$ cat config.mk
export PLATFORM = sky130hd
export DESIGN_NAME = profiler_top
export DESIGN_NICKNAME = d
export VERILOG_FILES = /design/src/design/profiler_pkg.sv /design/src/design/frontend_stall_tracker.sv /design/src/design/issue_stall_classifier.sv /design/src/design/stall_priority_encoder.sv /design/src/design/event_monitor.sv /design/src/design/counter_bank.sv /design/src/design/profiler_top.sv
export SDC_FILE = /design/constraint.sdc
export NUM_CORES = 1
export LEC_CHECK = 0
export BUFFER_PORTS_ARGS = -buffer_cell sky130_fd_sc_hd__buf_2
export CAP_MARGIN = 20
export CORE_MARGIN = 2
export CORE_UTILIZATION = 26
export DETAILED_ROUTE_END_ITERATION = 10
export HOLD_SLACK_MARGIN = 0.1
export PLACE_DENSITY = 0.46
export SYNTH_ARGS = -nofsm -noshare
export SYNTH_HDL_FRONTEND = slang
export SYNTH_SLANG_ARGS = --single-unit
$ cat constraint.sdc
create_clock -name clk_i -period 5.4 [get_ports clk_i]
set_input_delay 0 -clock clk_i [delete_from_list [all_inputs] [get_ports clk_i]]
set_output_delay 0 -clock clk_i [all_outputs]
set_load 0.03 [all_outputs]
$ cat src/design/profiler_pkg.sv
`default_nettype none

package profiler_pkg;

  // Stall reasons, lower bit wins
  localparam int REASON_W      = 10;
  localparam int UNKNOWN_BIT   = 0;
  localparam int CMT_HAZ_BIT   = 1;
  localparam int EXCEPTION_BIT = 2;
  localparam int DIV_BUSY_BIT  = 3;
  localparam int RAW_HAZ_BIT   = 4;
  localparam int BR_HAZ_BIT    = 5;
  localparam int BR_MISS_BIT   = 6;
  localparam int BP_HAZ_BIT    = 7;
  localparam int IC_MISS_BIT   = 8;
  localparam int IQ_FULL_BIT   = 9;

  typedef logic [REASON_W-1:0] stall_vec_t;
  typedef logic [3:0]          reason_code_t;

  localparam int NUM_COMMIT_PORTS = 2;
  typedef logic [1:0] commit_cnt_t;

  // Counter index map
  localparam int IDX_MCYCLE       = 0;
  localparam int IDX_MINSTRET     = 1;
  localparam int IDX_STALL_BASE   = 2;
  localparam int IDX_EXTRA_CMT    = 12;
  localparam int IDX_BR_CNT       = 13;
  localparam int IDX_BR_MISS      = 14;
  localparam int IDX_JALR_CNT     = 15;
  localparam int IDX_JALR_MISS    = 16;
  localparam int IDX_RET_CNT      = 17;
  localparam int IDX_RET_MISS     = 18;
  localparam int IDX_IC_REQ       = 19;
  localparam int IDX_IC_MISS      = 20;
  localparam int IDX_IC_MISS_WAIT = 21;
  localparam int IDX_DIV_CNT      = 22;
  localparam int NUM_COUNTERS     = 23;

  // Resolved control-flow kind, code 3 unused
  typedef logic [1:0] branch_kind_t;
  localparam branch_kind_t KIND_BRANCH = 2'd0;
  localparam branch_kind_t KIND_JALR   = 2'd1;
  localparam branch_kind_t KIND_RET    = 2'd2;

endpackage

`default_nettype wire

$ cat src/design/frontend_stall_tracker.sv
`timescale 1ns/1ns
`default_nettype none

module frontend_stall_tracker
  import profiler_pkg::*;
  (
    input  logic       clk_i,
    input  logic       reset_i,
    input  logic       iq_ready_i,
    input  logic       ic_miss_i,
    input  logic       bp_valid_i,
    input  logic       iq_valid_i,
    input  logic       flush_i,
    input  logic       exception_i,
    output stall_vec_t id_vec_o
  );

  stall_vec_t pc_vec;
  stall_vec_t ic_vec;
  stall_vec_t id_vec;
  stall_vec_t pc_r;
  stall_vec_t ic_r;
  stall_vec_t id_r;

  always_comb begin
    // PC generation
    pc_vec = '0;
    pc_vec[IQ_FULL_BIT]   = ~iq_ready_i;
    pc_vec[IC_MISS_BIT]   = ic_miss_i;
    pc_vec[BR_MISS_BIT]   |= flush_i;
    pc_vec[EXCEPTION_BIT] |= exception_i;

    // A live miss replaces whatever came from PC gen
    ic_vec = pc_r;
    if (ic_miss_i) begin
      ic_vec = '0;
      ic_vec[IC_MISS_BIT] = 1'b1;
    end
    ic_vec[BP_HAZ_BIT]    |= bp_valid_i;
    ic_vec[BR_MISS_BIT]   |= flush_i;
    ic_vec[EXCEPTION_BIT] |= exception_i;

    // Valid queue output means decode is not starved
    id_vec = iq_valid_i ? '0 : ic_r;
    id_vec[BR_MISS_BIT]   |= flush_i;
    id_vec[EXCEPTION_BIT] |= exception_i;
  end

  always_ff @(posedge clk_i) begin
    if (reset_i) begin
      pc_r <= '0;
      ic_r <= '0;
      id_r <= '0;
    end else begin
      pc_r <= pc_vec;
      ic_r <= ic_vec;
      id_r <= id_vec;
    end
  end

  assign id_vec_o = id_r;

endmodule

`default_nettype wire

$ cat src/design/issue_stall_classifier.sv
`timescale 1ns/1ns
`default_nettype none

module issue_stall_classifier
  import profiler_pkg::*;
  (
    input  stall_vec_t                  id_vec_i,
    input  logic                        is_valid_i,
    input  logic                        is_ack_i,
    input  logic                        is_unresolved_branch_i,
    input  logic                        is_raw_i,
    input  logic                        div_busy_i,
    input  logic                        sb_full_i,
    input  logic                        cmt_valid_i,
    input  logic [NUM_COMMIT_PORTS-1:0] cmt_ack_i,
    input  logic                        flush_i,
    input  logic                        exception_i,
    output stall_vec_t                  is_vec_o,
    output logic                        stall_o
  );

  logic issue_stalled;
  logic cmt_blocked;

  // Valid instruction sitting at issue without an acknowledge
  assign issue_stalled = is_valid_i & ~is_ack_i;

  // Scoreboard full because the head entry is not retiring
  assign cmt_blocked = sb_full_i & cmt_valid_i & ~cmt_ack_i[0];

  always_comb begin
    is_vec_o = id_vec_i;

    is_vec_o[BR_HAZ_BIT]   |= issue_stalled & is_unresolved_branch_i;
    is_vec_o[RAW_HAZ_BIT]  |= issue_stalled & is_raw_i;
    is_vec_o[DIV_BUSY_BIT] |= issue_stalled & div_busy_i;
    is_vec_o[CMT_HAZ_BIT]  |= issue_stalled & cmt_blocked;

    // Flushes are charged whether or not issue holds an instruction
    is_vec_o[BR_MISS_BIT]   |= flush_i;
    is_vec_o[EXCEPTION_BIT] |= exception_i;
  end

  // Any cycle without an issue acknowledge is a lost slot
  assign stall_o = ~is_ack_i;

endmodule

`default_nettype wire

$ cat src/design/stall_priority_encoder.sv
`timescale 1ns/1ns
`default_nettype none

module stall_priority_encoder
  import profiler_pkg::*;
  (
    input  stall_vec_t          is_vec_i,
    input  logic                stall_i,
    output logic [REASON_W-1:0] stall_en_o
  );

  reason_code_t reason;

  // Lowest set bit, unknown when nothing is set
  always_comb begin
    reason = reason_code_t'(UNKNOWN_BIT);
    for (int i = REASON_W - 1; i >= 0; i--) begin
      if (is_vec_i[i]) begin
        reason = reason_code_t'(i);
      end
    end
  end

  // One-hot charge of the winning reason
  always_comb begin
    stall_en_o = '0;
    if (stall_i) begin
      stall_en_o[reason] = 1'b1;
    end
  end

endmodule

`default_nettype wire

$ cat src/design/event_monitor.sv
`timescale 1ns/1ns
`default_nettype none

module event_monitor
  import profiler_pkg::*;
  (
    input  logic                                     clk_i,
    input  logic                                     reset_i,
    input  logic                                     br_valid_i,
    input  branch_kind_t                             br_kind_i,
    input  logic                                     br_mispredict_i,
    input  logic [NUM_COMMIT_PORTS-1:0]              cmt_ack_i,
    input  logic                                     ic_resp_valid_i,
    input  logic                                     ic_miss_i,
    input  logic                                     div_valid_i,
    output logic [NUM_COUNTERS-IDX_EXTRA_CMT-1:0]    event_en_o
  );

  logic is_br;
  logic is_jalr;
  logic is_ret;
  logic ic_miss_pending_r;

  assign is_br   = br_valid_i & (br_kind_i == KIND_BRANCH);
  assign is_jalr = br_valid_i & (br_kind_i == KIND_JALR);
  assign is_ret  = br_valid_i & (br_kind_i == KIND_RET);

  // Miss outstanding until the refill response, a new miss takes priority
  always_ff @(posedge clk_i) begin
    if (reset_i) begin
      ic_miss_pending_r <= 1'b0;
    end else if (ic_miss_i) begin
      ic_miss_pending_r <= 1'b1;
    end else if (ic_resp_valid_i) begin
      ic_miss_pending_r <= 1'b0;
    end
  end

  // Bit k maps to counter IDX_EXTRA_CMT + k
  always_comb begin
    event_en_o = '0;
    event_en_o[IDX_EXTRA_CMT - IDX_EXTRA_CMT]    = cmt_ack_i[1];
    event_en_o[IDX_BR_CNT - IDX_EXTRA_CMT]       = is_br;
    event_en_o[IDX_BR_MISS - IDX_EXTRA_CMT]      = is_br & br_mispredict_i;
    event_en_o[IDX_JALR_CNT - IDX_EXTRA_CMT]     = is_jalr;
    event_en_o[IDX_JALR_MISS - IDX_EXTRA_CMT]    = is_jalr & br_mispredict_i;
    event_en_o[IDX_RET_CNT - IDX_EXTRA_CMT]      = is_ret;
    event_en_o[IDX_RET_MISS - IDX_EXTRA_CMT]     = is_ret & br_mispredict_i;
    event_en_o[IDX_IC_REQ - IDX_EXTRA_CMT]       = ic_resp_valid_i;
    event_en_o[IDX_IC_MISS - IDX_EXTRA_CMT]      = ic_miss_i;
    event_en_o[IDX_IC_MISS_WAIT - IDX_EXTRA_CMT] = ic_miss_pending_r;
    event_en_o[IDX_DIV_CNT - IDX_EXTRA_CMT]      = div_valid_i;
  end

endmodule

`default_nettype wire

$ cat src/design/counter_bank.sv
`timescale 1ns/1ns
`default_nettype none

module counter_bank
  import profiler_pkg::*;
  #(parameter int width_p = 32)
  (
    input  logic                                  clk_i,
    input  logic                                  reset_i,
    input  logic                                  en_i,
    input  logic [NUM_COUNTERS-1:0]               inc_i,
    input  commit_cnt_t                           step_i,
    output logic [NUM_COUNTERS-1:0][width_p-1:0] data_o
  );

  logic [NUM_COUNTERS-1:0][width_p-1:0] step;

  // minstret may retire several per cycle, the rest step by one
  always_comb begin
    for (int i = 0; i < NUM_COUNTERS; i++) begin
      step[i] = (i == IDX_MINSTRET) ? width_p'(step_i) : width_p'(1);
    end
  end

  always_ff @(posedge clk_i) begin
    if (reset_i) begin
      data_o <= '0;
    end else if (en_i) begin
      for (int i = 0; i < NUM_COUNTERS; i++) begin
        if (inc_i[i]) begin
          data_o[i] <= data_o[i] + step[i];
        end
      end
    end
  end

endmodule

`default_nettype wire

$ cat src/design/profiler_top.sv
`timescale 1ns/1ns
`default_nettype none

module profiler_top
  import profiler_pkg::*;
  #(parameter int width_p = 32)
  (
    input  logic                                  clk_i,
    input  logic                                  reset_i,
    input  logic                                  en_i,

    input  logic                                  iq_ready_i,
    input  logic                                  ic_miss_i,
    input  logic                                  bp_valid_i,
    input  logic                                  iq_valid_i,
    input  logic                                  flush_i,
    input  logic                                  exception_i,

    input  logic                                  is_valid_i,
    input  logic                                  is_ack_i,
    input  logic                                  is_unresolved_branch_i,
    input  logic                                  is_raw_i,
    input  logic                                  div_busy_i,
    input  logic                                  sb_full_i,
    input  logic                                  cmt_valid_i,
    input  logic [NUM_COMMIT_PORTS-1:0]           cmt_ack_i,

    input  logic                                  br_valid_i,
    input  branch_kind_t                          br_kind_i,
    input  logic                                  br_mispredict_i,
    input  logic                                  ic_resp_valid_i,
    input  logic                                  div_valid_i,

    output logic [NUM_COUNTERS-1:0][width_p-1:0] data_o
  );

  stall_vec_t                           id_vec;
  stall_vec_t                           is_vec;
  logic                                 stall;
  logic [REASON_W-1:0]                  stall_en;
  logic [NUM_COUNTERS-IDX_EXTRA_CMT-1:0] event_en;
  logic [NUM_COUNTERS-1:0]              inc;
  commit_cnt_t                          commit_step;

  frontend_stall_tracker frontend_stall_tracker_inst (
    .clk_i       (clk_i),
    .reset_i     (reset_i),
    .iq_ready_i  (iq_ready_i),
    .ic_miss_i   (ic_miss_i),
    .bp_valid_i  (bp_valid_i),
    .iq_valid_i  (iq_valid_i),
    .flush_i     (flush_i),
    .exception_i (exception_i),
    .id_vec_o    (id_vec)
  );

  issue_stall_classifier issue_stall_classifier_inst (
    .id_vec_i               (id_vec),
    .is_valid_i             (is_valid_i),
    .is_ack_i               (is_ack_i),
    .is_unresolved_branch_i (is_unresolved_branch_i),
    .is_raw_i               (is_raw_i),
    .div_busy_i             (div_busy_i),
    .sb_full_i              (sb_full_i),
    .cmt_valid_i            (cmt_valid_i),
    .cmt_ack_i              (cmt_ack_i),
    .flush_i                (flush_i),
    .exception_i            (exception_i),
    .is_vec_o               (is_vec),
    .stall_o                (stall)
  );

  stall_priority_encoder stall_priority_encoder_inst (
    .is_vec_i   (is_vec),
    .stall_i    (stall),
    .stall_en_o (stall_en)
  );

  event_monitor event_monitor_inst (
    .clk_i           (clk_i),
    .reset_i         (reset_i),
    .br_valid_i      (br_valid_i),
    .br_kind_i       (br_kind_i),
    .br_mispredict_i (br_mispredict_i),
    .cmt_ack_i       (cmt_ack_i),
    .ic_resp_valid_i (ic_resp_valid_i),
    .ic_miss_i       (ic_miss_i),
    .div_valid_i     (div_valid_i),
    .event_en_o      (event_en)
  );

  // Retired instructions this cycle
  always_comb begin
    commit_step = '0;
    for (int i = 0; i < NUM_COMMIT_PORTS; i++) begin
      commit_step = commit_step + commit_cnt_t'(cmt_ack_i[i]);
    end
  end

  always_comb begin
    inc = '0;
    inc[IDX_MCYCLE]   = 1'b1;
    inc[IDX_MINSTRET] = |cmt_ack_i;
    inc[IDX_STALL_BASE +: REASON_W] = stall_en;
    inc[IDX_EXTRA_CMT +: NUM_COUNTERS-IDX_EXTRA_CMT] = event_en;
  end

  counter_bank #(.width_p(width_p)) counter_bank_inst (
    .clk_i   (clk_i),
    .reset_i (reset_i),
    .en_i    (en_i),
    .inc_i   (inc),
    .step_i  (commit_step),
    .data_o  (data_o)
  );

endmodule

`default_nettype wire

* After elaboration in Yosys (flattened, before gate mapping) *
Cells that the tools add are included.

word-level totals
  register bits = 767
  logic and storage cells = 130

operators by class
  add/sub/neg operators = 24
  $lt $le $gt $ge = 2
  equality and inequality tests = 2
  multiplexer cells = 17
  bitwise gates (word level) = 27
  reductions and logical operators = 28

operator list
  kind                                                               count
  adder 32 x 1 -> 32 bit, second input constant                      22
  AND reduction 2 bit                                                22
  two-way mux 4 bit                                                  10
  adder 32 x 2 -> 32 bit                                             1
  bitwise AND 1 bit                                                  13
  bitwise OR 1 bit                                                   11
  two-way mux 10 bit                                                 1
  two-way mux 9 bit                                                  1
  two-way mux 7 bit                                                  1
  OR reduction 2 bit                                                 3
  less-than comparator 4 x 5 -> 1 bit, second input constant         1
  demux 1 bit (select 4 bit)                                         1
  greater-or-equal comparator 4 x 1 -> 1 bit, second input constant  1
  two-way mux 1 bit                                                  3
  inverter 1 bit                                                     3
  adder 1 x 1 -> 2 bit                                               1
  == test 2 x 1 -> 1 bit, second input constant                      1
  == test 2 bit, second input constant                               1
  zero test 2 bit                                                    1
  nonzero test 2 bit                                                 1
  logical AND 1 bit                                                  1

* Logic depth before layout (Yosys ltp) *
  depth in word-level cells = 16
  depth in mapped cells = 10

* By module *
Synthesis repeated with hierarchy kept, for this count alone.

unflattened totals
  cell total of the unflattened synthesis = 4256
  area total of the unflattened synthesis = 35774.3 um^2

modules (own cells, without submodules)
  module                  instances  cells an instance  area each (um^2)
  counter_bank            1          4137               34802.1
  frontend_stall_tracker  1          43                 454.2
  stall_priority_encoder  1          38                 219.0
  event_monitor           1          19                 158.9
  issue_stall_classifier  1          13                 100.1
  profiler_top            1          6                  40.0

* Least setup slack after synthesis *
OpenSTA, ideal clock, no wires.

  path type = register to register
  start = reg counter_bank_inst.data_o[32] in the netlist's numbering
  end = reg counter_bank_inst.data_o[56] in the netlist's numbering
  library setup time = 70 ps
  data arrival time = 2717 ps
  required time = 5330 ps
  path slack = 2613 ps
  cell stages (with the launch flop) = 10
  cell sequence = dfxtp_1 -> inv_1 -> fa_1 -> inv_1 -> ha_1 -> nand3_1 -> nor4_1 -> nand3_1 -> or3_1 -> a21oi_1

between the ends
  longest elaborated chain between the ends = 1

ends and longest elaborated chain
  what                               RTL line            text
  from (decl)                        counter_bank.sv:13  output logic [NUM_COUNTERS-1:0][width_p-1:0] data_o
  from (signal, indexed assignment)  counter_bank.sv:31  data_o[i] <= data_o[i] + step[i];
  adder 32 x 2 -> 32 bit             counter_bank.sv:31

Every way passes these cells.
A chain may end at the register's enable or synchronous reset.

* Worst setup path in the final report *
  start = reg frontend_stall_tracker_inst.id_r[9], in the netlist frontend_stall_tracker_inst.id_vec_o[9]
  end = reg counter_bank_inst.data_o[287] in the netlist's numbering

between the ends
  longest elaborated chain between the ends = 16
  elaborated cells on any way between the ends = 17

ends and longest elaborated chain
  what                                                                                                                            RTL line                      text
  from (decl)                                                                                                                     frontend_stall_tracker.sv:23  stall_vec_t id_r;
  from (signal assigned)                                                                                                          frontend_stall_tracker.sv:57  id_r <= id_vec;
  two-way mux 4 bit (*) (10 in a row)                                                                                             stall_priority_encoder.sv:18  if (is_vec_i[i]) begin
  less-than comparator 4 x 5 -> 1 bit (not written as such) / greater-or-equal comparator 4 x 1 -> 1 bit (equally long branches)  stall_priority_encoder.sv:28  stall_en_o[reason] = 1'b1;
  logical AND 1 bit (not written as such)                                                                                         stall_priority_encoder.sv:28
  two-way mux 1 bit (not written as such)                                                                                         stall_priority_encoder.sv:28
  demux 1 bit (select 4 bit) (*)                                                                                                  -
  two-way mux 10 bit (*)                                                                                                          stall_priority_encoder.sv:27  if (stall_i) begin
  AND reduction 2 bit (no source line) (*)                                                                                        -

Every way passes the cells marked *; elsewhere a longest branch is shown, timed or not.

==> results.md <==
- Status: finished clean
- Sequential share of the synthesized area: between 40% and 50%
- Clk buf depth: 3
- Crit-path max FO: 62
- Hold Vio Cnt, Final: 0
- Gpl congestion: 0.8404
- Top FF cell, synth: dfxtp_1
- I/O pin total: 760
- First-pass GRT wire length: 182400 um
- Asr flop ratio synth: 0%
- Static Leak: 16.64 nW
- Die W: 363.4 um
- FF+latch count, synth: 751
- Vias in the first global route: 28.69k
- Site Rows: about 130
- Finished Layout Cells: about 6.5k
- Startpoint Class: flop
- 1st-iter DRT viols: between 1.5k and 2k
- Yosys cell types: 57
- Hold crit path type: input port to flop
- PD cells: 286.6 nW/um^2
- Crit path from: frontend_stall_tracker_inst.id_vec_o[9]
- Final Slew Violations: 0
- NumNets Final: 4807
- Worst-margin pin slew: 1037 ps
- CP Data Arrival Time: about 3800 ps
- Grt total ovfl: 0
- Clk_lat worst skew: 680 ps
- Worst-path clk slew: 60 ps
- Initial Utilization: about a quarter
- Layout Utilization: 33.29%
- Die H: 363.4 um
- Fin Setup TNS: 0 ps
- Post-DP HPWL: about 91000 um
- Post-Place Cells: 6290
- Final WL: 122600 um
- Pre-antenna DRT Iters: 5
- Via count: roughly 31k
- Hold Crit Start: flush_i
- Final period util: 58.66%
- Total track usage: 17.70%
- Worst slew margin: between 30% and 40%
- Num CTS Buffers: 93
- Post-CTS Setup Inserts: 0
- Antenna violations before repair: 3
- Pwr Total: 12.20 mW
- Crit path time final: 3168 ps
- Post-Syn Nets: 4048
- Yosys warning total: 0
- Core box area: 127800 sq um
- Post-synth EDFFs: 0
- Routed len/inst: around 19 um
- Mean Syn Cell Area: ~8.4 sq um
- CP Capture Type: flop
- Final setup fails: 0
- Clock Sinks: 751
- RSZ-0062 raised after global routing: no
- CP Class: flop to flop
- RR Startpoint: frontend_stall_tracker_inst.id_vec_o[9]
- CTS tree: yes
- Port buffer count: 759
- Post-Syn Area: 33580 sq um
- DRC Markers: 0
- Final ANT Viol Nets: 0
- Largest net degree at the start of global routing: 150
- Clk_skew: 22.91 ps
- Max VDD drop: 0.2131 mV
- Vias per cell: around 4.8
- # H-tree levels: 3
- Max Fclk: between 300 and 400 MHz
- Req. time, crit path: ~6000 ps
- Full die area: 132000 sq um
- Share of cells above drive strength 1: 20.12%
- Root Buffer: clkbuf_16
- Max_cap viols: 0
- ANT cells: 0
- Area growth syn-to-layout: 26.75%
- Post-synthesis instance total: 4000
==> timing repair <==
item	CTS	global route
gates resized for setup	0	0
hold buffers	34	0
endpoints found under the hold margin	254	0
==> stage by stage <==
step	setup WS, ps	cell area [sq um]	hold slack, ps
after floorplan	2613	33580	66.69
after global placement	2261	39170	163.0
after detailed placement	2243	39170	160.4
after CTS	2224	42550	137.5
after global routing	2069	42560	178.6
final	2232	42560	229.2
==> cell usage in the layout (no fill, tap or decap), drive strengths merged, types with 3 or more instances in the layout <==
cell type,instances
nand2b,5
a2111oi,4
and3,94
and4,68
mux2,6
clkbuf,144
bufinv,5
o2111ai,3
nor4b,9
nand4b,3
xor2,301
or4,24
and4b,3
nand4,212
nor2,702
or3,129
o31ai,15
and2,25
a211oi,8
and3b,3
dlygate4sd3,34
nand2,283
nor3,112
or2,15
nand3,250
a21oi,147
nor4,103
nand3b,5
o21ai,118
nor3b,4
buf,796
ha,23
clkinv,14
nor2b,23
mux2i,12
xnor2,276
dfxtp,751
inv,86
==> logic make-up after synthesis <==
| family | synth area share (%) |
|---|---|
| simple gates | 30.91 |
| flops | 44.78 |
| xor+xnor | 15.05 |
| compound gates | 4.986 |
| buf+inv | 2.802 |
| fa+ha+maj | 0.9167 |
| mux | 0.5590 |
==> cells in the mapped netlist (all sizes together), types with 2 or more instances <==
| cell | n | area [sq um] |
|---|---|---|
| o2111ai | 3 | 26.28 |
| nand4 | 212 | 1326 |
| mux2i | 12 | 120.1 |
| or4 | 24 | 180.2 |
| or3 | 129 | 807.0 |
| xnor2 | 276 | 2417 |
| and4 | 68 | 595.6 |
| inv | 81 | 304.0 |
| and3 | 94 | 588.1 |
| mux2 | 6 | 67.56 |
| or2 | 15 | 93.84 |
| dfxtp | 751 | 15030 |
| and4b | 3 | 30.03 |
| nor4b | 9 | 78.83 |
| o211ai | 2 | 15.01 |
| and3b | 3 | 26.28 |
| nand4b | 3 | 26.28 |
| o311ai | 2 | 17.52 |
| nor3b | 4 | 30.03 |
| a2111oi | 4 | 50.05 |
| nand3 | 250 | 1256 |
| nor3 | 112 | 570.6 |
| o31ai | 15 | 112.6 |
| and2 | 25 | 156.4 |
| nor2 | 702 | 2635 |
| o21ai | 118 | 590.6 |
| buf | 23 | 98.85 |
| ha | 23 | 287.8 |
| nand3b | 5 | 37.54 |
| a211oi | 8 | 72.57 |
| clkbuf | 143 | 538.0 |
| nor2b | 23 | 143.9 |
| a21oi | 147 | 735.7 |
| nor4 | 103 | 644.4 |
| nand2b | 5 | 31.28 |
| nand2 | 283 | 1062 |
| xor2 | 301 | 2636 |
==> layout make-up <==
type                       instances  area [sq um]
fill                           13650         85290
multi-input combinational       3002         17650
sequential                       751         15030
timing repair buffer             830          4459
clock buffer                     144          2771
tap                             1662          2079
inverter                          81         304.0
clock inverter                    24         264.0
==> sequential cells by signal, indices dropped and copies added (netlist names) <==
name	cells
frontend_stall_tracker_inst.ic_r	5
frontend_stall_tracker_inst.id_vec_o	5
frontend_stall_tracker_inst.pc_r	4
counter_bank_inst.data_o	736
event_monitor_inst.ic_miss_pending_r	1
==> worst max-delay path: stages (launching register included) <==
cell     delay [ps]
dfxtp_1         320
nor2b_1         140
o21ai_0         660
a21oi_4         110
buf_4           380
or4b_1          780
or4_1           560
a21oi_1         150
==> report_power, final <==
group,switching [mW],internal [mW]
Clock,2.55,3.75
Combinational,0.248,0.0735
Sequential,0.0164,5.56
Total,2.82,9.38
==> final timing paths <==
path	end	slack, ps	cells after the start
hold / removal	frontend_stall_tracker_inst.pc_r[6]	230	3
hold reg to reg	frontend_stall_tracker_inst.id_vec_o[9]	450	1
setup / recovery	counter_bank_inst.data_o[287]	2230	7
setup reg to reg	counter_bank_inst.data_o[287]	2230	7
==> layer usage <==
layer	track usage [%]	share of wire, %	vias up
li1	-	-	15420
met1	21.41	42	14640
met2	28.83	46	811
met3	6.503	8.6	186
met4	6.037	3.3	0
met5	0	0	-
Note: power is estimated with default switching activity, not from simulation.
